File: src/hw/pep_mmacc_pkg.sv
// Package with widths, RAM geometry, pipeline latencies, data types and command encoding
package pep_mmacc_pkg;

  // ------------------------------------------------------------
  // Data and geometry
  // ------------------------------------------------------------
  localparam int OP_W           = 32;
  localparam int GRAM_NB        = 2;
  localparam int PSI            = 2;
  localparam int CORE_NB        = GRAM_NB * PSI;
  localparam int GLWE_RAM_DEPTH = 64;
  localparam int GRAM_ADD_W     = $clog2(GLWE_RAM_DEPTH);
  localparam int CORE_IDX_W     = $clog2(CORE_NB);

  // ------------------------------------------------------------
  // Core pipeline
  // ------------------------------------------------------------
  // Request register in front of the RAM
  localparam int IN_PIPE        = 1;
  // Synchronous read of the RAM itself
  localparam int RAM_LATENCY    = 1;
  // Data and avail register behind the RAM
  localparam int OUT_PIPE       = 1;
  // Decode output to acc read data available
  localparam int ACC_RD_LATENCY = IN_PIPE + RAM_LATENCY + OUT_PIPE;

  // ------------------------------------------------------------
  // Types
  // ------------------------------------------------------------
  typedef logic [OP_W-1:0]       op_data_t;
  typedef logic [GRAM_ADD_W-1:0] gram_add_t;
  // Core c sits in group c / PSI, lane c % PSI
  typedef logic [CORE_IDX_W-1:0] core_idx_t;

  typedef enum logic [1:0] {
    CMD_LOAD,
    CMD_ACC,
    CMD_SXT_RD,
    CMD_FEED_RD
  } cmd_op_e;

endpackage
File: src/hw/pep_mmacc_gram_if.sv
// Per-core GLWE RAM access interface with decode, acc, ram and result modports
interface gram_access_if
  import pep_mmacc_pkg::*;
();

  // External write, port a
  logic     [CORE_NB-1:0]      ext_wr_en;
  gram_add_t [CORE_NB-1:0]     ext_wr_add;
  op_data_t [CORE_NB-1:0]      ext_wr_data;

  // Sample extract read, port b
  logic     [CORE_NB-1:0]      sxt_rd_en;
  gram_add_t [CORE_NB-1:0]     sxt_rd_add;
  op_data_t [CORE_NB-1:0]      sxt_rd_data;
  logic     [CORE_NB-1:0]      sxt_rd_avail;

  // Feed read, index 0 on port a and index 1 on port b
  logic     [CORE_NB-1:0][1:0] feed_rd_en;
  gram_add_t [CORE_NB-1:0][1:0] feed_rd_add;
  op_data_t [CORE_NB-1:0][1:0] feed_rd_data;
  logic     [CORE_NB-1:0][1:0] feed_rd_avail;

  // Accumulate read on port a, write-back on port b
  logic     [CORE_NB-1:0]      acc_rd_en;
  gram_add_t [CORE_NB-1:0]     acc_rd_add;
  op_data_t [CORE_NB-1:0]      acc_rd_data;
  logic     [CORE_NB-1:0]      acc_rd_avail;
  logic     [CORE_NB-1:0]      acc_wr_en;
  gram_add_t [CORE_NB-1:0]     acc_wr_add;
  op_data_t [CORE_NB-1:0]      acc_wr_data;

  modport decode (
    output ext_wr_en, ext_wr_add, ext_wr_data,
    output sxt_rd_en, sxt_rd_add,
    output feed_rd_en, feed_rd_add,
    output acc_rd_en, acc_rd_add
  );

  modport acc (
    input  acc_rd_en, acc_rd_add, acc_rd_data, acc_rd_avail,
    output acc_wr_en, acc_wr_add, acc_wr_data
  );

  modport ram (
    input  ext_wr_en, ext_wr_add, ext_wr_data,
    input  sxt_rd_en, sxt_rd_add, feed_rd_en, feed_rd_add,
    input  acc_rd_en, acc_rd_add, acc_wr_en, acc_wr_add, acc_wr_data,
    output sxt_rd_data, sxt_rd_avail, feed_rd_data, feed_rd_avail,
    output acc_rd_data, acc_rd_avail
  );

  modport result (
    input  sxt_rd_data, sxt_rd_avail, feed_rd_data, feed_rd_avail
  );

endinterface

File: src/hw/pep_mmacc_result.sv
// Response selection over cores for sample extract and feed reads, registered output
module pep_mmacc_result
  import pep_mmacc_pkg::*;
(
  input  logic          clk,
  input  logic          s_rst_n,
  gram_access_if.result gram,
  output logic          rsp_vld,
  output op_data_t      rsp_data,
  output op_data_t      rsp_data_b
);

  logic     sel_vld;
  op_data_t sel_data;
  op_data_t sel_data_b;

  // At most one core returns data in a given cycle
  always_comb begin
    sel_vld    = 1'b0;
    sel_data   = '0;
    sel_data_b = '0;
    for (int c = 0; c < CORE_NB; c++) begin
      if (gram.sxt_rd_avail[c]) begin
        sel_vld  = 1'b1;
        sel_data = gram.sxt_rd_data[c];
      end
      if (|gram.feed_rd_avail[c]) begin
        sel_vld    = 1'b1;
        // Port a word first, port b word second
        sel_data   = gram.feed_rd_data[c][0];
        sel_data_b = gram.feed_rd_data[c][1];
      end
    end
  end

  always_ff @(posedge clk) begin
    if (!s_rst_n) begin
      rsp_vld <= 1'b0;
    end else begin
      rsp_vld <= sel_vld;
    end
  end

  always_ff @(posedge clk) begin
    rsp_data   <= sel_data;
    rsp_data_b <= sel_data_b;
  end

endmodule

File: src/flat_wrapper.sv
// flat-port wrapper written by rule: the top's interface ports become plain ports
module pep_mmacc_result_flat import pep_mmacc_pkg::*;
  (clk, s_rst_n, rsp_vld, rsp_data, rsp_data_b, gram_sxt_rd_data, gram_sxt_rd_avail, gram_feed_rd_data, gram_feed_rd_avail);
  gram_access_if gram_i ();
  input  logic clk;
  input  logic s_rst_n;
  output logic rsp_vld;
  output op_data_t rsp_data;
  output op_data_t rsp_data_b;
  input wire logic [$bits(gram_i.sxt_rd_data)-1:0] gram_sxt_rd_data;
  input wire logic [$bits(gram_i.sxt_rd_avail)-1:0] gram_sxt_rd_avail;
  input wire logic [$bits(gram_i.feed_rd_data)-1:0] gram_feed_rd_data;
  input wire logic [$bits(gram_i.feed_rd_avail)-1:0] gram_feed_rd_avail;
  assign gram_i.sxt_rd_data = gram_sxt_rd_data;
  assign gram_i.sxt_rd_avail = gram_sxt_rd_avail;
  assign gram_i.feed_rd_data = gram_feed_rd_data;
  assign gram_i.feed_rd_avail = gram_feed_rd_avail;
  pep_mmacc_result u_core (.clk(clk), .s_rst_n(s_rst_n), .gram(gram_i), .rsp_vld(rsp_vld), .rsp_data(rsp_data), .rsp_data_b(rsp_data_b));
endmodule
File: config.mk
export PLATFORM = sky130hd
export DESIGN_NAME = pep_mmacc_result_flat
export DESIGN_NICKNAME = d
export VERILOG_FILES = /design/src/hw/pep_mmacc_pkg.sv /design/src/hw/pep_mmacc_gram_if.sv /design/src/hw/pep_mmacc_result.sv /design/src/flat_wrapper.sv
export SDC_FILE = /design/constraint.sdc
export NUM_CORES = 1
export LEC_CHECK = 0
export BUFFER_PORTS_ARGS = -buffer_cell sky130_fd_sc_hd__buf_2
export CAP_MARGIN = 20
export CORE_AREA = 2 2 180 182
export CTS_CLUSTER_SIZE = 12
export DETAILED_ROUTE_END_ITERATION = 6
export DIE_AREA = 0 0 182 184
export PLACE_DENSITY = 0.42
export SYNTH_ARGS = -nofsm -noshare
export SYNTH_HDL_FRONTEND = slang
export SYNTH_SLANG_ARGS = --single-unit
export TNS_END_PERCENT = 10
File: constraint.sdc
create_clock -name clk -period 1.95 [get_ports clk]
set_input_delay 0.39 -clock clk [delete_from_list [all_inputs] [get_ports clk]]
set_output_delay 0.39 -clock clk [all_outputs]
set_load 0.1 [all_outputs]
==> results_dict.tcl <==
set metrics [dict create \
    status "completed" \
    detail_route.vias_per_cell 4.74 \
    leakage_nw 3.64 \
    grt_pass1_wl_um 42800 \
    ys_seq_elements 65 \
    drive_gt1_frac 0.506 \
    routedWlPerCell_um 20.2 \
    multi_input_area_sq_um 3150 \
    finalCoreUtilization 0.255 \
    clock.fmax_ghz 0.605 \
    ios 463 \
    grt_pass1_vias 7203 \
    num_rows 65 \
    worstSetupStartpointType "primary input" \
    cts-root-buf "clkbuf_16" \
    synth_cell_types 29 \
    nets 1467 \
    grt_overflow_total 0 \
    cts_made_buffers 9 \
    regArea_sq_um 1300 \
    cts_setup_buffers 0 \
    hold_class "primary input to register" \
    coreArea_sq_um 31400 \
    drc 0 \
    yosysSeqAreaShare 0.268 \
    crit_slowest_cell "nor2_4" \
    power_w 0.00566 \
    h-tree-depth 3 \
    path_class "primary input to register" \
    worstMarginPinSlew_ps 971 \
    path_buf_inv 1 \
    required_ps 2240 \
    clock-sinks 65 \
    first_pass_iters 4 \
    clk_pin_slew_worst_paths_ps 70 \
    setup_viol 0 \
    postRouteAntennaNets 0 \
    place.gp.congestion 0.847 \
    avgSynthCellArea_sq_um 7.59 \
    rsz0062_at_grt "no" \
    postRouteWirelength_um 29800 \
    crit_chain "buf_2, or2_4, nor2_4, a221oi_1, o21ai_1" \
    layout_common_cells "buf_2, nand2_1, dfxtp_1" \
    nFillCells 3567 \
    clock_path_buffers 2 \
    vias 6999 \
    portBuffers 462 \
    syn_nets 1037 \
    ys.warnings.count 0 \
    arrival_ps 1950 \
    layout_commonest_cell "buf_2" \
    die_h_um 184 \
    ctsResizeCount 0 \
    finalCritPeriodShare 0.848 \
    grt_max_degree 97 \
    maxCapViolations 0 \
    area_growth_pct 65.1 \
    cp_top_family "simple AND/OR/NAND/NOR gates" \
    cpPeakStageDelay_ps 750 \
    cp-end-kind "register" \
    globalRouteTotalUtil 0.170 \
    hold_buffers 0 \
    fin_setup_tns_ps 0 \
    antenna_found_initial 3 \
    die_w_um 182 \
    cts_tree "built" \
    post-dp-hpwl_um 23600 \
    synthesis.area_sq_um 4850 \
    fin_crit_ps 1650 \
    irDropWorstVdd_uv 373 \
    drt_iter0_markers 338 \
    start_util 0.155 \
    relSlewSlack 0.351 \
    powerDensity_nw_per_um2 707 \
    cp_max_fo 32 \
    die-area_sq_um 33500 \
    final-hold-violation-count 0 \
    slew_violations 0 \
    syn_inst 639 \
]
-- metal layers --
| layer | global-route usage | share of wire | vias to the layer above |
|---|---|---|---|
| li1 | - | - | 3325 |
| met1 | 0.197 | 0.40 | 3277 |
| met2 | 0.300 | 0.50 | 355 |
| met3 | 0.0515 | 0.080 | 38 |
| met4 | 0.0529 | 0.020 | 4 |
| met5 | 0 | 0.00091 | - |
-- cells in the mapped netlist, drive strengths merged --
library cell	count	area (sq um)
o31a	32	280
a221oi	32	343
dfxtp	65	1300
a21oi	32	160
nor2b	32	200
o21ai	64	320
o21a	32	240
nand2	96	360
a31oi	32	200
or2	3	18.8
a41oi	1	8.76
clkbuf	43	161
inv	3	11.3
buf	37	240
nor4	1	6.26
o221ai	32	280
o22ai	32	263
a311oi	32	280
nor2	38	176
-- worst min-delay path, delay by kind of cell --
family          cells  cell delay (ps)
buf+inv             1               70
compound gates      1               50
simple gates        1               30
-- cell type report --
class | count | share of cell area
Antenna cell | 1 | 0.000312
Clock buffer | 9 | 0.0281
Clock inverter | 7 | 0.0130
Inverter | 3 | 0.00141
Multi-Input combinational cell | 491 | 0.393
Sequential cell | 65 | 0.162
Tap cell | 402 | 0.0628
Timing Repair Buffer | 499 | 0.339
-- power breakdown --
part,leakage [nW],switching [W],internal (W)
sequential,0.548,0.0000350,0.00145
clock,0.160,0.000784,0.00114
combinational,2.94,0.00158,0.000675
total,3.64,0.00240,0.00326
-- logic make-up after synthesis --
kind of cell / share of synthesized area
AO/OA/AOI/OAI: 0.490
buffers and inverters: 0.0851
AND/OR/NAND/NOR: 0.157
flip-flops: 0.268
-- final timing paths --
check                    from                      endpoint  slack [ps]  depth (start not counted)
max     gram_feed_rd_avail[3]  u_core.rsp_data_b[5]$_DFF_P_         300                          5
min    gram_feed_rd_data[233]  u_core.rsp_data_b[9]$_DFF_P_         210                          3
-- registers in the layout, summed over array words and instances (netlist names) --
name,cells
u_core.rsp_vld,1
u_core.rsp_data_b,32
u_core.rsp_data,32
-- per-stage QoR --
step | hold slack (ps) | setup WS [ps] | instance area, sq um | instances
after floorplan | 499 | 483 | 4850 | 639
after global placement | 587 | -69.6 | 7680 | 1460
final | 214 | 297 | 8010 | 1477
after CTS | 191 | 318 | 8010 | 1476
after detailed placement | 592 | -63.3 | 7680 | 1460
after global routing | 210 | 161 | 8010 | 1476
No activity file was read; power rests on OpenSTA's default activity.
