$ cat src/hw/pep_mmacc_pkg.sv
// Package with widths, RAM geometry, pipeline latencies, data types and command encoding
package pep_mmacc_pkg;

  // ------------------------------------------------------------
  // Data and geometry
  // ------------------------------------------------------------
  localparam int OP_W           = 32;
  localparam int GRAM_NB        = 2;
  localparam int PSI            = 2;
  localparam int CORE_NB        = GRAM_NB * PSI;
  localparam int GLWE_RAM_DEPTH = 64;
  localparam int GRAM_ADD_W     = $clog2(GLWE_RAM_DEPTH);
  localparam int CORE_IDX_W     = $clog2(CORE_NB);

  // ------------------------------------------------------------
  // Core pipeline
  // ------------------------------------------------------------
  // Request register in front of the RAM
  localparam int IN_PIPE        = 1;
  // Synchronous read of the RAM itself
  localparam int RAM_LATENCY    = 1;
  // Data and avail register behind the RAM
  localparam int OUT_PIPE       = 1;
  // Decode output to acc read data available
  localparam int ACC_RD_LATENCY = IN_PIPE + RAM_LATENCY + OUT_PIPE;

  // ------------------------------------------------------------
  // Types
  // ------------------------------------------------------------
  typedef logic [OP_W-1:0]       op_data_t;
  typedef logic [GRAM_ADD_W-1:0] gram_add_t;
  // Core c sits in group c / PSI, lane c % PSI
  typedef logic [CORE_IDX_W-1:0] core_idx_t;

  typedef enum logic [1:0] {
    CMD_LOAD,
    CMD_ACC,
    CMD_SXT_RD,
    CMD_FEED_RD
  } cmd_op_e;

endpackage
$ cat src/hw/pep_mmacc_gram_if.sv
// Per-core GLWE RAM access interface with decode, acc, ram and result modports
interface gram_access_if
  import pep_mmacc_pkg::*;
();

  // External write, port a
  logic     [CORE_NB-1:0]      ext_wr_en;
  gram_add_t [CORE_NB-1:0]     ext_wr_add;
  op_data_t [CORE_NB-1:0]      ext_wr_data;

  // Sample extract read, port b
  logic     [CORE_NB-1:0]      sxt_rd_en;
  gram_add_t [CORE_NB-1:0]     sxt_rd_add;
  op_data_t [CORE_NB-1:0]      sxt_rd_data;
  logic     [CORE_NB-1:0]      sxt_rd_avail;

  // Feed read, index 0 on port a and index 1 on port b
  logic     [CORE_NB-1:0][1:0] feed_rd_en;
  gram_add_t [CORE_NB-1:0][1:0] feed_rd_add;
  op_data_t [CORE_NB-1:0][1:0] feed_rd_data;
  logic     [CORE_NB-1:0][1:0] feed_rd_avail;

  // Accumulate read on port a, write-back on port b
  logic     [CORE_NB-1:0]      acc_rd_en;
  gram_add_t [CORE_NB-1:0]     acc_rd_add;
  op_data_t [CORE_NB-1:0]      acc_rd_data;
  logic     [CORE_NB-1:0]      acc_rd_avail;
  logic     [CORE_NB-1:0]      acc_wr_en;
  gram_add_t [CORE_NB-1:0]     acc_wr_add;
  op_data_t [CORE_NB-1:0]      acc_wr_data;

  modport decode (
    output ext_wr_en, ext_wr_add, ext_wr_data,
    output sxt_rd_en, sxt_rd_add,
    output feed_rd_en, feed_rd_add,
    output acc_rd_en, acc_rd_add
  );

  modport acc (
    input  acc_rd_en, acc_rd_add, acc_rd_data, acc_rd_avail,
    output acc_wr_en, acc_wr_add, acc_wr_data
  );

  modport ram (
    input  ext_wr_en, ext_wr_add, ext_wr_data,
    input  sxt_rd_en, sxt_rd_add, feed_rd_en, feed_rd_add,
    input  acc_rd_en, acc_rd_add, acc_wr_en, acc_wr_add, acc_wr_data,
    output sxt_rd_data, sxt_rd_avail, feed_rd_data, feed_rd_avail,
    output acc_rd_data, acc_rd_avail
  );

  modport result (
    input  sxt_rd_data, sxt_rd_avail, feed_rd_data, feed_rd_avail
  );

endinterface

$ cat src/hw/pep_mmacc_decode.sv
// Command decoder producing registered per-core RAM requests and the accumulate operand
module pep_mmacc_decode
  import pep_mmacc_pkg::*;
(
  input  logic          clk,
  input  logic          s_rst_n,
  input  logic          cmd_vld,
  input  cmd_op_e       cmd_op,
  input  core_idx_t     cmd_core,
  input  gram_add_t     cmd_add,
  input  gram_add_t     cmd_add_b,
  input  op_data_t      cmd_data,
  gram_access_if.decode gram,
  output logic          acc_op_vld,
  output op_data_t      acc_op
);

  logic [CORE_NB-1:0] core_sel;
  logic [CORE_NB-1:0] load_sel;
  logic [CORE_NB-1:0] acc_sel;
  logic [CORE_NB-1:0] sxt_sel;
  logic [CORE_NB-1:0] feed_sel;

  // One-hot core select, empty when no command
  assign core_sel = cmd_vld ? (CORE_NB'(1) << cmd_core) : '0;

  assign load_sel = (cmd_op == CMD_LOAD)    ? core_sel : '0;
  assign acc_sel  = (cmd_op == CMD_ACC)     ? core_sel : '0;
  assign sxt_sel  = (cmd_op == CMD_SXT_RD)  ? core_sel : '0;
  assign feed_sel = (cmd_op == CMD_FEED_RD) ? core_sel : '0;

  // ------------------------------------------------------------
  // Request strobes
  // ------------------------------------------------------------
  always_ff @(posedge clk) begin
    if (!s_rst_n) begin
      gram.ext_wr_en  <= '0;
      gram.sxt_rd_en  <= '0;
      gram.feed_rd_en <= '0;
      gram.acc_rd_en  <= '0;
      acc_op_vld      <= 1'b0;
    end else begin
      gram.ext_wr_en <= load_sel;
      gram.sxt_rd_en <= sxt_sel;
      // Feed reads hit both ports of the core at once
      for (int c = 0; c < CORE_NB; c++) begin
        gram.feed_rd_en[c] <= {2{feed_sel[c]}};
      end
      gram.acc_rd_en <= acc_sel;
      acc_op_vld     <= cmd_vld && (cmd_op == CMD_ACC);
    end
  end

  // ------------------------------------------------------------
  // Addresses and data
  // ------------------------------------------------------------
  // Same payload to every core, the strobes pick the target
  always_ff @(posedge clk) begin
    for (int c = 0; c < CORE_NB; c++) begin
      gram.ext_wr_add[c]     <= cmd_add;
      gram.ext_wr_data[c]    <= cmd_data;
      gram.sxt_rd_add[c]     <= cmd_add;
      gram.feed_rd_add[c][0] <= cmd_add;
      gram.feed_rd_add[c][1] <= cmd_add_b;
      gram.acc_rd_add[c]     <= cmd_add;
    end
    acc_op <= cmd_data;
  end

endmodule

$ cat src/flat_wrapper.sv
// flat-port wrapper written by rule: the top's interface ports become plain ports
module pep_mmacc_decode_flat import pep_mmacc_pkg::*;
  (clk, s_rst_n, cmd_vld, cmd_op, cmd_core, cmd_add, cmd_add_b, cmd_data, acc_op_vld, acc_op, gram_ext_wr_en, gram_ext_wr_add, gram_ext_wr_data, gram_sxt_rd_en, gram_sxt_rd_add, gram_feed_rd_en, gram_feed_rd_add, gram_acc_rd_en, gram_acc_rd_add);
  gram_access_if gram_i ();
  input  logic clk;
  input  logic s_rst_n;
  input  logic cmd_vld;
  input  cmd_op_e cmd_op;
  input  core_idx_t cmd_core;
  input  gram_add_t cmd_add;
  input  gram_add_t cmd_add_b;
  input  op_data_t cmd_data;
  output logic acc_op_vld;
  output op_data_t acc_op;
  output wire logic [$bits(gram_i.ext_wr_en)-1:0] gram_ext_wr_en;
  output wire logic [$bits(gram_i.ext_wr_add)-1:0] gram_ext_wr_add;
  output wire logic [$bits(gram_i.ext_wr_data)-1:0] gram_ext_wr_data;
  output wire logic [$bits(gram_i.sxt_rd_en)-1:0] gram_sxt_rd_en;
  output wire logic [$bits(gram_i.sxt_rd_add)-1:0] gram_sxt_rd_add;
  output wire logic [$bits(gram_i.feed_rd_en)-1:0] gram_feed_rd_en;
  output wire logic [$bits(gram_i.feed_rd_add)-1:0] gram_feed_rd_add;
  output wire logic [$bits(gram_i.acc_rd_en)-1:0] gram_acc_rd_en;
  output wire logic [$bits(gram_i.acc_rd_add)-1:0] gram_acc_rd_add;
  assign gram_ext_wr_en = gram_i.ext_wr_en;
  assign gram_ext_wr_add = gram_i.ext_wr_add;
  assign gram_ext_wr_data = gram_i.ext_wr_data;
  assign gram_sxt_rd_en = gram_i.sxt_rd_en;
  assign gram_sxt_rd_add = gram_i.sxt_rd_add;
  assign gram_feed_rd_en = gram_i.feed_rd_en;
  assign gram_feed_rd_add = gram_i.feed_rd_add;
  assign gram_acc_rd_en = gram_i.acc_rd_en;
  assign gram_acc_rd_add = gram_i.acc_rd_add;
  pep_mmacc_decode u_core (.clk(clk), .s_rst_n(s_rst_n), .cmd_vld(cmd_vld), .cmd_op(cmd_op), .cmd_core(cmd_core), .cmd_add(cmd_add), .cmd_add_b(cmd_add_b), .cmd_data(cmd_data), .gram(gram_i), .acc_op_vld(acc_op_vld), .acc_op(acc_op));
endmodule
$ cat config.mk
export PLATFORM = sky130hd
export DESIGN_NAME = pep_mmacc_decode_flat
export DESIGN_NICKNAME = d
export VERILOG_FILES = /design/src/hw/pep_mmacc_pkg.sv /design/src/hw/pep_mmacc_gram_if.sv /design/src/hw/pep_mmacc_decode.sv /design/src/flat_wrapper.sv
export SDC_FILE = /design/constraint.sdc
export NUM_CORES = 1
export LEC_CHECK = 0
export BUFFER_PORTS_ARGS = -buffer_cell sky130_fd_sc_hd__buf_2
export CAP_MARGIN = 20
export CORE_AREA = 3 3 135 137
export CTS_BUF_LIST = sky130_fd_sc_hd__clkbuf_4
export DETAILED_ROUTE_END_ITERATION = 10
export DIE_AREA = 0 0 138 140
export GPL_ROUTABILITY_DRIVEN = 1
export HOLD_SLACK_MARGIN = 0.02
export SETUP_SLACK_MARGIN = 0.02
export SYNTH_ARGS = -nofsm -noshare
export SYNTH_HDL_FRONTEND = slang
export SYNTH_SLANG_ARGS = --single-unit
$ cat constraint.sdc
create_clock -name clk -period 0.8 [get_ports clk]
set_input_delay 0.12 -clock clk [delete_from_list [all_inputs] [get_ports clk]]
set_output_delay 0.12 -clock clk [all_outputs]
set_load 0.02 [all_outputs]
==> impl_metrics.ini <==
[timing]
finalCritPeriodShare_pct = 151
final-setup-viol-count = 313
slew_headroom_pct = 82.6
tightest_slew_ns = 0.261
fmax_ghz = 0.826
grt_setup_unrepaired = yes
finalWorstSetupSlack_ns = -0.410
hold_viol = 0
timing.final.max_slew_violations = 0
period_needed_ns = 1.21

[setup_path]
cp_data_arrival_time_ns = 1.09
worstSetupPathType = register to primary output
start_kind = register
crit_start = u_core.gram.ext_wr_add[2]
crit_path_end_kind = primary output
crit_end = gram_acc_rd_add[8]
cp_max_fo = 8
cp.required_ns = 0.68

[final_layout]
antenna_cells = 0
seq_area_um2 = 1410
area_growth_syn_to_layout_pct = 79.1
layout_common_cells = buf_6, buf_2, dlygate4sd3_1
multi_input_area_um2 = 225
layout_commonest_cell = buf_6
fin_nets = 555
fin_util_pct = 33.4
drive_gt1_share_pct = 86.6
instances_no_fill = 734
fill_cells = 1650

[routing]
route.detailed.drc = 0
viasPerCell = 3.30
ant_nets = 0
drt_wl_total_um = 9950
vias = 2425
drtIter0Drc = 34
dr.pass1.iters = 4
wl_per_cell_um = 13.6

[pwr]
total_power_mw = 8.48
power_switching_share_pct = 35.5
seqPwrFrac_pct = 40.1
p_per_area_nw_per_um2 = 1480
p_leak_nw = 2.77
pwr-share-clk_pct = 26.9
ir_drop_mv = 0.928
switchingPower_mw = 3.01
p_int_mw = 5.47
p_comb_share_pct = 33.0

[placed_design]
io_buffers = 351
place.gp.congestion = 0.734
dp_hpwl_um = 5960
dpl.cell_count = 664

[grt]
grt.overflow.total = 0
antenna_found_initial = 0
grt_max_degree = 17
grt_pass1_wl_um = 14500
grt.total_usage_pct = 9.59
grt_pass1_vias = 2461

[floorplanning]
pin_count = 352
die_y_um = 140
core_um2 = 17200
initial_core_util_pct = 18.7
fp.dieW_um = 138
rows = 48
dieArea_um2 = 19300

[synthesis]
ys_seq_area_share_pct = 38.1
ys_warn_count = 0
syn_inst = 329
netlist_area_um2 = 3200
syn-num-nets = 380
synth_cell_types = 14
synth_area_per_cell_um2 = 9.74
ys_ff_latch = 61

[clocking]
clockBufferDepth = 2
cts_made_buffers = 9
cts_sinks = 61
cts_tree = built
clkSlewWorstSetupHoldPaths_ns = 0.11
cts_root_buf = clkbuf_4
ctsHtreeMaxLevel = 3

[flow_run]
cap_violations = 0

[worst_hold_path]
hold_class = input pin to register

[run_status]
violations = negative setup slack
outcome = finished, violations left
[through the flow]
step | worst slack (ns) | instance area, um^2 | hold slack (ns) | TNS, ns
2_1_floorplan | 0.0403 | 3270 | 0.148 | 0
3_3_place_gp | 0.0384 | 3500 | 0.222 | 0
3_5_place_dp | 0.0379 | 3500 | 0.224 | 0
4_1_cts | -0.448 | 5550 | -0.0142 | -112.81
5_1_grt | -0.500 | 5740 | 0.00175 | -122.72
6_report | -0.410 | 5740 | 0.0494 | -95.26
[power groups by stage]
stage | logic (mW) | clock network, mW | registers [mW]
2_1_floorplan | 1.75 | 0 | 3.56
5_1_grt | 2.90 | 2.58 | 3.44
6_report | 2.80 | 2.28 | 3.40
3_3_place_gp | 1.90 | 0 | 3.41
4_1_cts | 2.66 | 2.46 | 3.40
3_5_place_dp | 1.90 | 0 | 3.42
[layout make-up]
type	instances	area share (%)
flip-flops and latches	61	24.5
multi-input cells	26	3.92
clock inverters	7	1.29
repair buffers	406	64.2
clock buffers	9	1.18
well taps	225	4.91
[worst max-delay path: stages (launching register included)]
cell	delay, ns
dfxtp_4	0.37
buf_6	0.14
buf_4	0.16
[worst min-delay path by stage]
stage                       startpoint                    endpoint  slack [ns]  cells after the start
after detailed placement   cmd_data[1]  u_core.gram.ext_wr_data[1]        0.22                      1
after global placement    cmd_add_b[1]  u_core.gram.feed_rd_add[7]        0.22                      1
final                        cmd_op[0]    u_core.gram.ext_wr_en[1]        0.05                      3
after global routing         cmd_op[0]    u_core.gram.ext_wr_en[1]       0.002                      3
after floorplan             cmd_add[0]   u_core.gram.ext_wr_add[0]        0.15                      0
after CTS                  cmd_core[0]    u_core.gram.acc_rd_en[0]       -0.01                      3
[synth_stat cells]
master	instances	area [um^2]
buf_4	240	1800
dfxtp_1	61	1220
nor2_1	8	30.0
nor3_1	4	20.0
nand2b_1	3	18.8
buf_2	2	10.0
nand2_1	2	7.51
nor4_2	2	25.0
nor4b_2	2	30.0
nand2_2	1	6.26
nand4_1	1	6.26
nand4b_1	1	8.76
nand4bb_1	1	11.3
nor3b_1	1	7.51
[layer usage]
layer | vias up | track usage, % | share of wire [%]
met5 | - | 0 | 0
met4 | 0 | 4.42 | 2.0
met3 | 16 | 4.68 | 11
met2 | 195 | 18.0 | 56
met1 | 1084 | 8.60 | 30
li1 | 1130 | - | -
[logic make-up after synthesis]
kind of cell | count (synthesis) | synth area share (%)
buf+inv | 242 | 56.5
flops | 61 | 38.1
simple gates | 26 | 5.35
[sequential cells by signal, summed over array words and instances (netlist names)]
signal,cells
u_core.gram.acc_rd_en,4
u_core.gram.ext_wr_add,6
u_core.gram.feed_rd_add,6
u_core.acc_op_vld,1
u_core.gram.ext_wr_en,4
u_core.gram.sxt_rd_en,4
u_core.gram.feed_rd_en,4
u_core.gram.ext_wr_data,32
[timing repair]
| action | 4_1_cts | 5_1_grt |
|---|---|---|
| pin swaps | 0 | 3 |
| endpoints found under the setup margin | 301 | 316 |
| buffers inserted | 0 | 4 |
| resized for setup | 472 | 47 |
| hold buffers | 50 | 1 |
| cloned | 0 | 0 |
| endpoints found under the hold margin | 59 | 11 |
(Power assumes the default switching activity.)
