--- src/hw/pep_mmacc_pkg.sv ---
// Package with widths, RAM geometry, pipeline latencies, data types and command encoding
package pep_mmacc_pkg;

  // ------------------------------------------------------------
  // Data and geometry
  // ------------------------------------------------------------
  localparam int OP_W           = 32;
  localparam int GRAM_NB        = 2;
  localparam int PSI            = 2;
  localparam int CORE_NB        = GRAM_NB * PSI;
  localparam int GLWE_RAM_DEPTH = 64;
  localparam int GRAM_ADD_W     = $clog2(GLWE_RAM_DEPTH);
  localparam int CORE_IDX_W     = $clog2(CORE_NB);

  // ------------------------------------------------------------
  // Core pipeline
  // ------------------------------------------------------------
  // Request register in front of the RAM
  localparam int IN_PIPE        = 1;
  // Synchronous read of the RAM itself
  localparam int RAM_LATENCY    = 1;
  // Data and avail register behind the RAM
  localparam int OUT_PIPE       = 1;
  // Decode output to acc read data available
  localparam int ACC_RD_LATENCY = IN_PIPE + RAM_LATENCY + OUT_PIPE;

  // ------------------------------------------------------------
  // Types
  // ------------------------------------------------------------
  typedef logic [OP_W-1:0]       op_data_t;
  typedef logic [GRAM_ADD_W-1:0] gram_add_t;
  // Core c sits in group c / PSI, lane c % PSI
  typedef logic [CORE_IDX_W-1:0] core_idx_t;

  typedef enum logic [1:0] {
    CMD_LOAD,
    CMD_ACC,
    CMD_SXT_RD,
    CMD_FEED_RD
  } cmd_op_e;

endpackage
--- src/hw/pep_mmacc_gram_if.sv ---
// Per-core GLWE RAM access interface with decode, acc, ram and result modports
interface gram_access_if
  import pep_mmacc_pkg::*;
();

  // External write, port a
  logic     [CORE_NB-1:0]      ext_wr_en;
  gram_add_t [CORE_NB-1:0]     ext_wr_add;
  op_data_t [CORE_NB-1:0]      ext_wr_data;

  // Sample extract read, port b
  logic     [CORE_NB-1:0]      sxt_rd_en;
  gram_add_t [CORE_NB-1:0]     sxt_rd_add;
  op_data_t [CORE_NB-1:0]      sxt_rd_data;
  logic     [CORE_NB-1:0]      sxt_rd_avail;

  // Feed read, index 0 on port a and index 1 on port b
  logic     [CORE_NB-1:0][1:0] feed_rd_en;
  gram_add_t [CORE_NB-1:0][1:0] feed_rd_add;
  op_data_t [CORE_NB-1:0][1:0] feed_rd_data;
  logic     [CORE_NB-1:0][1:0] feed_rd_avail;

  // Accumulate read on port a, write-back on port b
  logic     [CORE_NB-1:0]      acc_rd_en;
  gram_add_t [CORE_NB-1:0]     acc_rd_add;
  op_data_t [CORE_NB-1:0]      acc_rd_data;
  logic     [CORE_NB-1:0]      acc_rd_avail;
  logic     [CORE_NB-1:0]      acc_wr_en;
  gram_add_t [CORE_NB-1:0]     acc_wr_add;
  op_data_t [CORE_NB-1:0]      acc_wr_data;

  modport decode (
    output ext_wr_en, ext_wr_add, ext_wr_data,
    output sxt_rd_en, sxt_rd_add,
    output feed_rd_en, feed_rd_add,
    output acc_rd_en, acc_rd_add
  );

  modport acc (
    input  acc_rd_en, acc_rd_add, acc_rd_data, acc_rd_avail,
    output acc_wr_en, acc_wr_add, acc_wr_data
  );

  modport ram (
    input  ext_wr_en, ext_wr_add, ext_wr_data,
    input  sxt_rd_en, sxt_rd_add, feed_rd_en, feed_rd_add,
    input  acc_rd_en, acc_rd_add, acc_wr_en, acc_wr_add, acc_wr_data,
    output sxt_rd_data, sxt_rd_avail, feed_rd_data, feed_rd_avail,
    output acc_rd_data, acc_rd_avail
  );

  modport result (
    input  sxt_rd_data, sxt_rd_avail, feed_rd_data, feed_rd_avail
  );

endinterface

--- src/hw/pep_mmacc_acc_update.sv ---
// Accumulate operand delay line and modulo 2^32 adder issuing RAM write-backs
module pep_mmacc_acc_update
  import pep_mmacc_pkg::*;
(
  input  logic       clk,
  input  logic       s_rst_n,
  input  logic       acc_op_vld,
  input  op_data_t   acc_op,
  gram_access_if.acc gram
);

  // Stage 0 is the decode output, the rest are registers
  logic      in_vld;
  core_idx_t in_core;
  gram_add_t in_add;
  op_data_t  in_op;

  logic      dly_vld  [1:ACC_RD_LATENCY];
  core_idx_t dly_core [1:ACC_RD_LATENCY];
  gram_add_t dly_add  [1:ACC_RD_LATENCY];
  op_data_t  dly_op   [1:ACC_RD_LATENCY];

  // Encode the one-hot read enable into a core number and its address
  always_comb begin
    in_vld  = acc_op_vld;
    in_op   = acc_op;
    in_core = '0;
    in_add  = '0;
    for (int c = 0; c < CORE_NB; c++) begin
      if (gram.acc_rd_en[c]) begin
        in_core = core_idx_t'(c);
        in_add  = gram.acc_rd_add[c];
      end
    end
  end

  // ------------------------------------------------------------
  // Delay line
  // ------------------------------------------------------------
  always_ff @(posedge clk) begin
    if (!s_rst_n) begin
      for (int i = 1; i <= ACC_RD_LATENCY; i++) begin
        dly_vld[i] <= 1'b0;
      end
    end else begin
      dly_vld[1] <= in_vld;
      for (int i = 2; i <= ACC_RD_LATENCY; i++) begin
        dly_vld[i] <= dly_vld[i-1];
      end
    end
  end

  always_ff @(posedge clk) begin
    dly_core[1] <= in_core;
    dly_add[1]  <= in_add;
    dly_op[1]   <= in_op;
    for (int i = 2; i <= ACC_RD_LATENCY; i++) begin
      dly_core[i] <= dly_core[i-1];
      dly_add[i]  <= dly_add[i-1];
      dly_op[i]   <= dly_op[i-1];
    end
  end

  // ------------------------------------------------------------
  // Add and write back
  // ------------------------------------------------------------
  always_ff @(posedge clk) begin
    if (!s_rst_n) begin
      gram.acc_wr_en <= '0;
    end else begin
      for (int c = 0; c < CORE_NB; c++) begin
        gram.acc_wr_en[c] <= gram.acc_rd_avail[c] && dly_vld[ACC_RD_LATENCY]
                             && (dly_core[ACC_RD_LATENCY] == core_idx_t'(c));
      end
    end
  end

  // Wraps naturally at OP_W bits
  always_ff @(posedge clk) begin
    for (int c = 0; c < CORE_NB; c++) begin
      gram.acc_wr_add[c]  <= dly_add[ACC_RD_LATENCY];
      gram.acc_wr_data[c] <= gram.acc_rd_data[c] + dly_op[ACC_RD_LATENCY];
    end
  end

endmodule

--- src/flat_wrapper.sv ---
// flat-port wrapper written by rule: the top's interface ports become plain ports
module pep_mmacc_acc_update_flat import pep_mmacc_pkg::*;
  (clk, s_rst_n, acc_op_vld, acc_op, gram_acc_rd_en, gram_acc_rd_add, gram_acc_rd_data, gram_acc_rd_avail, gram_acc_wr_en, gram_acc_wr_add, gram_acc_wr_data);
  gram_access_if gram_i ();
  input  logic clk;
  input  logic s_rst_n;
  input  logic acc_op_vld;
  input  op_data_t acc_op;
  input wire logic [$bits(gram_i.acc_rd_en)-1:0] gram_acc_rd_en;
  input wire logic [$bits(gram_i.acc_rd_add)-1:0] gram_acc_rd_add;
  input wire logic [$bits(gram_i.acc_rd_data)-1:0] gram_acc_rd_data;
  input wire logic [$bits(gram_i.acc_rd_avail)-1:0] gram_acc_rd_avail;
  output wire logic [$bits(gram_i.acc_wr_en)-1:0] gram_acc_wr_en;
  output wire logic [$bits(gram_i.acc_wr_add)-1:0] gram_acc_wr_add;
  output wire logic [$bits(gram_i.acc_wr_data)-1:0] gram_acc_wr_data;
  assign gram_i.acc_rd_en = gram_acc_rd_en;
  assign gram_i.acc_rd_add = gram_acc_rd_add;
  assign gram_i.acc_rd_data = gram_acc_rd_data;
  assign gram_i.acc_rd_avail = gram_acc_rd_avail;
  assign gram_acc_wr_en = gram_i.acc_wr_en;
  assign gram_acc_wr_add = gram_i.acc_wr_add;
  assign gram_acc_wr_data = gram_i.acc_wr_data;
  pep_mmacc_acc_update u_core (.clk(clk), .s_rst_n(s_rst_n), .acc_op_vld(acc_op_vld), .acc_op(acc_op), .gram(gram_i));
endmodule
--- config.mk ---
export PLATFORM = sky130hd
export DESIGN_NAME = pep_mmacc_acc_update_flat
export DESIGN_NICKNAME = d
export VERILOG_FILES = /design/src/hw/pep_mmacc_pkg.sv /design/src/hw/pep_mmacc_gram_if.sv /design/src/hw/pep_mmacc_acc_update.sv /design/src/flat_wrapper.sv
export SDC_FILE = /design/constraint.sdc
export NUM_CORES = 1
export LEC_CHECK = 0
export BUFFER_PORTS_ARGS = -buffer_cell sky130_fd_sc_hd__buf_2
export CAP_MARGIN = 20
export CELL_PAD_IN_SITES_DETAIL_PLACEMENT = 1
export CELL_PAD_IN_SITES_GLOBAL_PLACEMENT = 1
export CORE_MARGIN = 3
export CORE_UTILIZATION = 39
export DETAILED_ROUTE_END_ITERATION = 16
export PLACE_DENSITY = 0.9
export SYNTH_ARGS = -nofsm -noshare
export SYNTH_HDL_FRONTEND = slang
export SYNTH_SLANG_ARGS = --single-unit
export TNS_END_PERCENT = 100
--- constraint.sdc ---
create_clock -name clk -period 3.28 [get_ports clk]
set_input_delay 0.328 -clock clk [delete_from_list [all_inputs] [get_ports clk]]
set_output_delay 0.328 -clock clk [all_outputs]
set_load 0.02 [all_outputs]
==> results of run 1 <==
## Yosys cell counts, types with 6 or more instances
| master | instances |
|---|---|
| nand2b_1 | 7 |
| and3_1 | 10 |
| nand3_1 | 28 |
| nand4_1 | 14 |
| o21bai_1 | 13 |
| a211oi_1 | 13 |
| inv_1 | 31 |
| xor2_1 | 43 |
| a21o_1 | 66 |
| a31oi_1 | 14 |
| o31ai_1 | 6 |
| and2_1 | 13 |
| nor2_1 | 62 |
| buf_4 | 18 |
| clkbuf_1 | 26 |
| o21ai_0 | 67 |
| nand2_1 | 77 |
| o21a_1 | 11 |
| o211ai_1 | 7 |
| a22oi_1 | 13 |
| ha_1 | 124 |
| a211oi_2 | 6 |
| o21ai_1 | 8 |
| nor3_1 | 23 |
| nor2b_1 | 12 |
| a21oi_1 | 114 |
| or2_2 | 6 |
| dfxtp_1 | 261 |
| xnor2_1 | 65 |
## layout make-up
type / instances / area, um2
fill: 3537 / 15200
multi-input combinational: 911 / 6640
sequential: 261 / 5230
timing repair buffer: 391 / 2140
clock buffer: 37 / 754
tap: 396 / 495
clock inverter: 15 / 185
inverter: 31 / 116
antenna: 9 / 22.5
## worst max-delay path, cell delays in order
cell           delay (ps)
dlygate4sd3_1         550
buf_2                 130
ha_1                  250
fa_1                  430
a21o_1                240
a2111o_1              450
a21oi_1               170
a21oi_1               160
a211oi_2              400
o21bai_1              190
a41oi_1               260
xnor2_1               140
## power groups by stage
stage                     Clock (W)  Combinational [W]  Sequential, W
after floorplan                   0            0.00120        0.00427
after global placement            0            0.00242        0.00386
after detailed placement          0            0.00251        0.00387
after CTS                   0.00326            0.00257        0.00381
after global routing        0.00341            0.00278        0.00385
final                       0.00322            0.00257        0.00381
## metal layers
metal | part of all wire | wire length (um) | global-route usage
met1 | 0.40 | 16900 | 0.272
met3 | 0.047 | 1970 | 0.0432
met5 | 0.0016 | 66 | 0
met4 | 0.038 | 1600 | 0.0847
met2 | 0.51 | 21400 | 0.446
## how the worst min path moves through the flow
stage	start	endpoint	slack [ps]	cells past startpoint
after floorplan	u_core.dly_add[1][0]	u_core.dly_add[2][0]	310	0
after global placement	u_core.dly_op[0][89]	u_core.dly_op[0][121]	310	0
after detailed placement	u_core.dly_add[1][2]	u_core.dly_add[2][2]	310	0
after CTS	gram_acc_rd_avail[3]	u_core.gram.acc_wr_en[3]	0.0007	3
after global routing	gram_acc_rd_avail[3]	u_core.gram.acc_wr_en[3]	6	3
final	gram_acc_rd_avail[3]	u_core.gram.acc_wr_en[3]	20	3
## state kept, by name (all words and copies together) (netlist names)
signal and count:
u_core.dly_core 6, u_core.gram.acc_wr_data 128, u_core.dly_add 18, u_core.gram.acc_wr_add 6, u_core.dly_op 96, u_core.dly_vld 3
u_core.gram.acc_wr_en 4
## repair_timing
item / CTS / global route
hold endpoints to repair: 34 / 0
setup endpoints to repair: 0 / 8
gates resized for setup: 0 / 5
setup buffers: 0 / 1
hold buffers: 34 / 0
## cell families (layout without fill, tap and decap cells)
| group | Yosys count | after routing | synth area share |
|---|---|---|---|
| fa+ha+maj | 128 | 128 | 0.133 |
| simple gates | 275 | 275 | 0.111 |
| flops | 261 | 261 | 0.427 |
| xor+xnor | 108 | 108 | 0.0774 |
| buf+inv | 78 | 474 | 0.0303 |
| mux | 2 | 2 | 0.00174 |
| compound gates | 398 | 398 | 0.219 |
| other cells | 0 | 9 | 0 |
## through the flow
stage                     total power [W]  instance area [um2]  utilization
after floorplan                   0.00546                12200            -
after global placement            0.00628                14300        0.464
after detailed placement          0.00638                14300        0.464
after CTS                         0.00964                15500        0.505
after global routing               0.0100                15600        0.507
final                             0.00960                15600        0.507
==> metrics, run 1 <==
status finished, final reports clean; Die Wd about 180 um; Yosys top cell area share 0.427; Yosys reg bits between 200 and 300; Worst setup EP type register; Iter 0 DRT Violations about 460; antenna-violating nets left 0; Final Hold Viols 0; RD Place Congestion 0.908; GRT overflow 0; first-pass GRT wire length 63.8 mm; die area approximately 34000 um2; slack of the critical path ~53 ps; top cell type by total area after synthesis dfxtp_1; register-to-register setup slack ~100 ps; Seq/Total Area, Yosys 0.427; Worst Setup SP gram_acc_rd_data[32]; cts bufs inserted 28; global-route usage over all layers 0.239; CTS H-tree depth 1; Root Driver clkbuf_16; Post-Syn Area per Cell just under 10 um2; ys flop type dfxtp_1; Setup crit start kind input port; Clock Power Share 0.335; Nets between 1500 and 2000; Post-Route WL between 40 and 50 mm; Max FO, Critical Path 3; initial core utilization 0.398; initial antenna violation count 13; Post-synth EDFFs 0; via count 10960; Site Rows 64; drt pass-1 iters 4; Wirelength per Cell 20.5 um; Total Neg Setup Slack 0 ps; clk sinks roughly 260; worst hold slack roughly 19 ps; commonest non-fill, non-tap cell in the layout buf_2; Via density approximately 5.3; FFs w/ async S/R, synth 0; Unique masters post-synth 81; period utilisation layout 0.984; synthesized area around 12000 um2; Peak supply drop between 0.4 and 0.5 mV; Worst R2R End u_core.gram.acc_wr_data[62]; Worst Hold Class input port to register; Internal Pwr Total 0.00647 W; Worst R2R Path Depth 10; Max Clk Rate just over 0.3 GHz; CTS Buffer Depth 3; clk_skew roughly 14 ps; Post-Syn Nets approximately 1600; CTS tree done; Slew HR 0.539; fin. max-slew vios 0; most frequent cells in the layout 350 x buf_2, 260 x dfxtp_1, 124 x ha_1; Cells after DPL 1955; static power due to leakage about 7.4 nW; Net Sw Power 0.00314 W; Crit Path Class input port to register; pre-CTS setup slack between 1 and 1.5 ps; largest net degree at the start of global routing 15; final setup violation count 0; worst slew pin tran approximately 690 ps; CP arrival 3700 ps; minimum clock period between 3000 and 4000 ps; Worst-path clk slew 60 ps; power share of the combinational group 0.268; maxcap violations 0; top post-synthesis cells by area dfxtp_1 43%, ha_1 13%, a21oi_1 4.7%, xnor2_1 4.7%, a21o_1 4.1%; non-filler instance count after layout ~2000; vias in the first global route between 10000 and 15000; DP HPWL 32.8 mm; Crit path required time between 3000 and 4000 ps; Port Buffers 350; Cells after Synth between 1000 and 1500; io pins between 300 and 400; YS warnings 0; share of cells above drive strength 1 0.265; drt drc 0; Clk Latency, worst-skew pair 550 ps; core area a little over 30000 um2; Die Ht ~180 um; P per Cell Area between 600 and 700 nW/um2; worst r2r src u_core.dly_op[0][96]; critical path capture point u_core.gram.acc_wr_data[62]; Sw Ratio 0.326; Sequential Power Share 0.397; area grow syn2layout 27.5%
Note: power is estimated with default switching activity, not from simulation.
==> run 2: changes to the inputs <==
- clock period: 3.28 -> 3.05 ns (I/O delays scaled with it)
==> run 2 against run 1 <==
Effect of this change:
- clock power rose by 5%
- design area rose by 1.6%
- via count rose by 2.6%
- combinational power rose by 11%
- critical path depth did not move
- count of clock-buffer cells in the layout fell by 3
- routed wire length rose by 5.1%
- worst hold slack improved by 9.0 ps
- critical endpoint is now u_core.gram.acc_wr_data[30]
==> metrics, run 2 (same netlist as run 1, synthesis figures left out) <==
Worst-path clk slew 60 ps (about the same); Final Hold Viols 0 (unchanged); initial antenna violation count 16 (+3); worst slew pin tran 751 ps (+60.3 ps); Crit Path Class input port to register; Worst Hold Class input port to register; maxcap violations 0 (unchanged); non-filler instance count after layout 2073 (+1.1%); fin. max-slew vios 0 (unchanged); max FFs per register 128 (unchanged); Max FO, Critical Path 3 (unchanged); antenna-violating nets left 0 (unchanged); global-route usage over all layers 0.247 (+0.00853); Worst R2R Path Depth 9 (-1); first-pass GRT wire length 65.9 mm (+3.3%); RD Place Congestion 0.894 (-1.6%); cts bufs inserted 28 (unchanged); Setup crit start kind input port; final core utilization 0.515 (+0.00818); drt pass-1 iters 5 (+1); status finished, final reports clean; worst hold slack 27.6 ps (+9.00 ps); core area 30700 um2 (unchanged); period utilisation layout 0.973; CTS tree done; Die Ht 183 um (unchanged); Worst R2R End u_core.gram.acc_wr_data[29]; Wirelength per Cell 21.3 um (+4.0%); clk sinks 261 (unchanged); drt drc 0 (unchanged); io pins 351 (unchanged); register-to-register setup slack 130 ps (+30 ps); Layout fillers 3557 (+0.57%); Biggest register u_core.gram.acc_wr_data; GRT overflow 0 (unchanged); Iter 0 DRT Violations 483 (+5.2%); CP arrival 3390 ps (-310 ps); largest net degree at the start of global routing 17 (+2); die area 33500 um2 (unchanged); Root Driver clkbuf_16; area grow syn2layout 29.5%; Largest regs u_core.gram.acc_wr_data x128, u_core.dly_op x96, u_core.dly_add x18; total power 0.0103 W (+7.7%); Worst setup EP type register; minimum clock period between 2000 and 3000 ps; clk_skew 12.8 ps (-1.54 ps); static power due to leakage 7.45 nW (+1.2%); worst r2r src u_core.dly_op[0][106]; most frequent cells in the layout 350 x buf_2, 258 x dfxtp_1, 123 x ha_1; CTS H-tree depth 1 (unchanged); final setup violation count 0 (unchanged); DP HPWL 32.7 mm (-0.43%); initial core utilization 0.398 (unchanged); Max Clk Rate around 0.34 GHz; Site Rows 64 (unchanged); Post-Route WL 44.1 mm (+5.1%); Port Buffers 350 (unchanged); Layout Cell Area excl Fill 15800 um2 (+1.6%); Crit path required time 3480 ps (-280 ps); Clk Latency, worst-skew pair 540 ps (about the same); critical path capture point u_core.gram.acc_wr_data[30]; share of cells above drive strength 1 0.276 (+0.0110); via count 11247 (+2.6%); Via density 5.43 (+1.5%); Peak supply drop 0.484 mV (+2.1%); Nets 1967 (+1.0%); Cells after DPL 1963 (+0.41%); Worst Setup SP gram_acc_rd_data[0]; vias in the first global route 12012 (+1.8%); P per Cell Area 653 nW/um2 (+6.0%); Die Wd 183 um (unchanged); Slew HR 0.498 (-0.0403); placed instance area 14300 um2 (+0.42%); commonest non-fill, non-tap cell in the layout buf_2; CTS Buffer Depth 3 (unchanged)
run 2: changes by cell type in the layout (fill, tap and decap cells not counted), sizes merged:
cell | before | now
clkinvlp | 2 | 3
bufinv | 3 | 1
buf | 357 | 366
diode | 9 | 13
dlygate4sd3 | 34 | 45
clkbuf | 37 | 34
clkinv | 8 | 7
inv | 33 | 36
run 2: worst max-delay path, stage by stage:
cell and delay, ps:
dlygate4sd3_1 530, buf_2 120, ha_1 240, fa_1 440, a211oi_2 310, o21ai_0 220
nand4_1 250, a2111oi_4 110, or2_1 280, a221oi_4 290, o21ai_1 130, xor2_1 150
run 2: timing repair:
item	in CTS	in global routing
setup endpoints to repair	7	30
resized for setup	4	17
pin swaps	1	7
endpoints found under the hold margin	43	0
hold buffers	45	0
buffers inserted	2	0
run 2: worst min path at each step:
stage               depth (start not counted)            startpoint  slack (ps)                        to
floorplan                                   0  u_core.dly_add[1][0]         310      u_core.dly_add[2][0]
global placement                            0  u_core.dly_op[0][85]         310     u_core.dly_op[0][117]
detailed placement                          0  u_core.dly_op[0][80]         310     u_core.dly_op[0][112]
CTS                                         3   gram_acc_rd_add[23]         0.3      u_core.dly_add[1][5]
global route                                3  gram_acc_rd_avail[2]          10  u_core.gram.acc_wr_en[2]
finish                                      3  gram_acc_rd_avail[2]          30  u_core.gram.acc_wr_en[2]
run 2: final cells by class:
type	count	area, um2	share of cell area
clock buffer	34	764	0.0483
timing repair buffer	411	2320	0.147
multi-input combinational	911	6720	0.424
sequential	261	5230	0.330
clock inverter	16	154	0.00972
tap	396	495	0.0313
antenna	13	32.5	0.00205
inverter	31	116	0.00735
run 2: where the power goes:
part           leakage (nW)  internal [W]  switching [W]
sequential             2.20       0.00389       0.000209
combinational          4.81       0.00108        0.00177
clock                 0.444       0.00190        0.00149
total                  7.45       0.00687        0.00347
run 2: through the flow:
step	setup TNS (ps)	setup slack, ps
floorplan	0	381
global placement	0	51.1
detailed placement	-205	-94.2
CTS	0	10.4
global route	-12.8	-12.8
finish	0	81.1
run 2: routing by layer:
metal | track usage | vias up | wire length, um
met5 | 0 | - | 37
met2 | 0.441 | 372 | 21900
met3 | 0.0395 | 134 | 2020
li1 | - | 5335 | -
met1 | 0.288 | 5400 | 18000
met4 | 0.122 | 6 | 2180
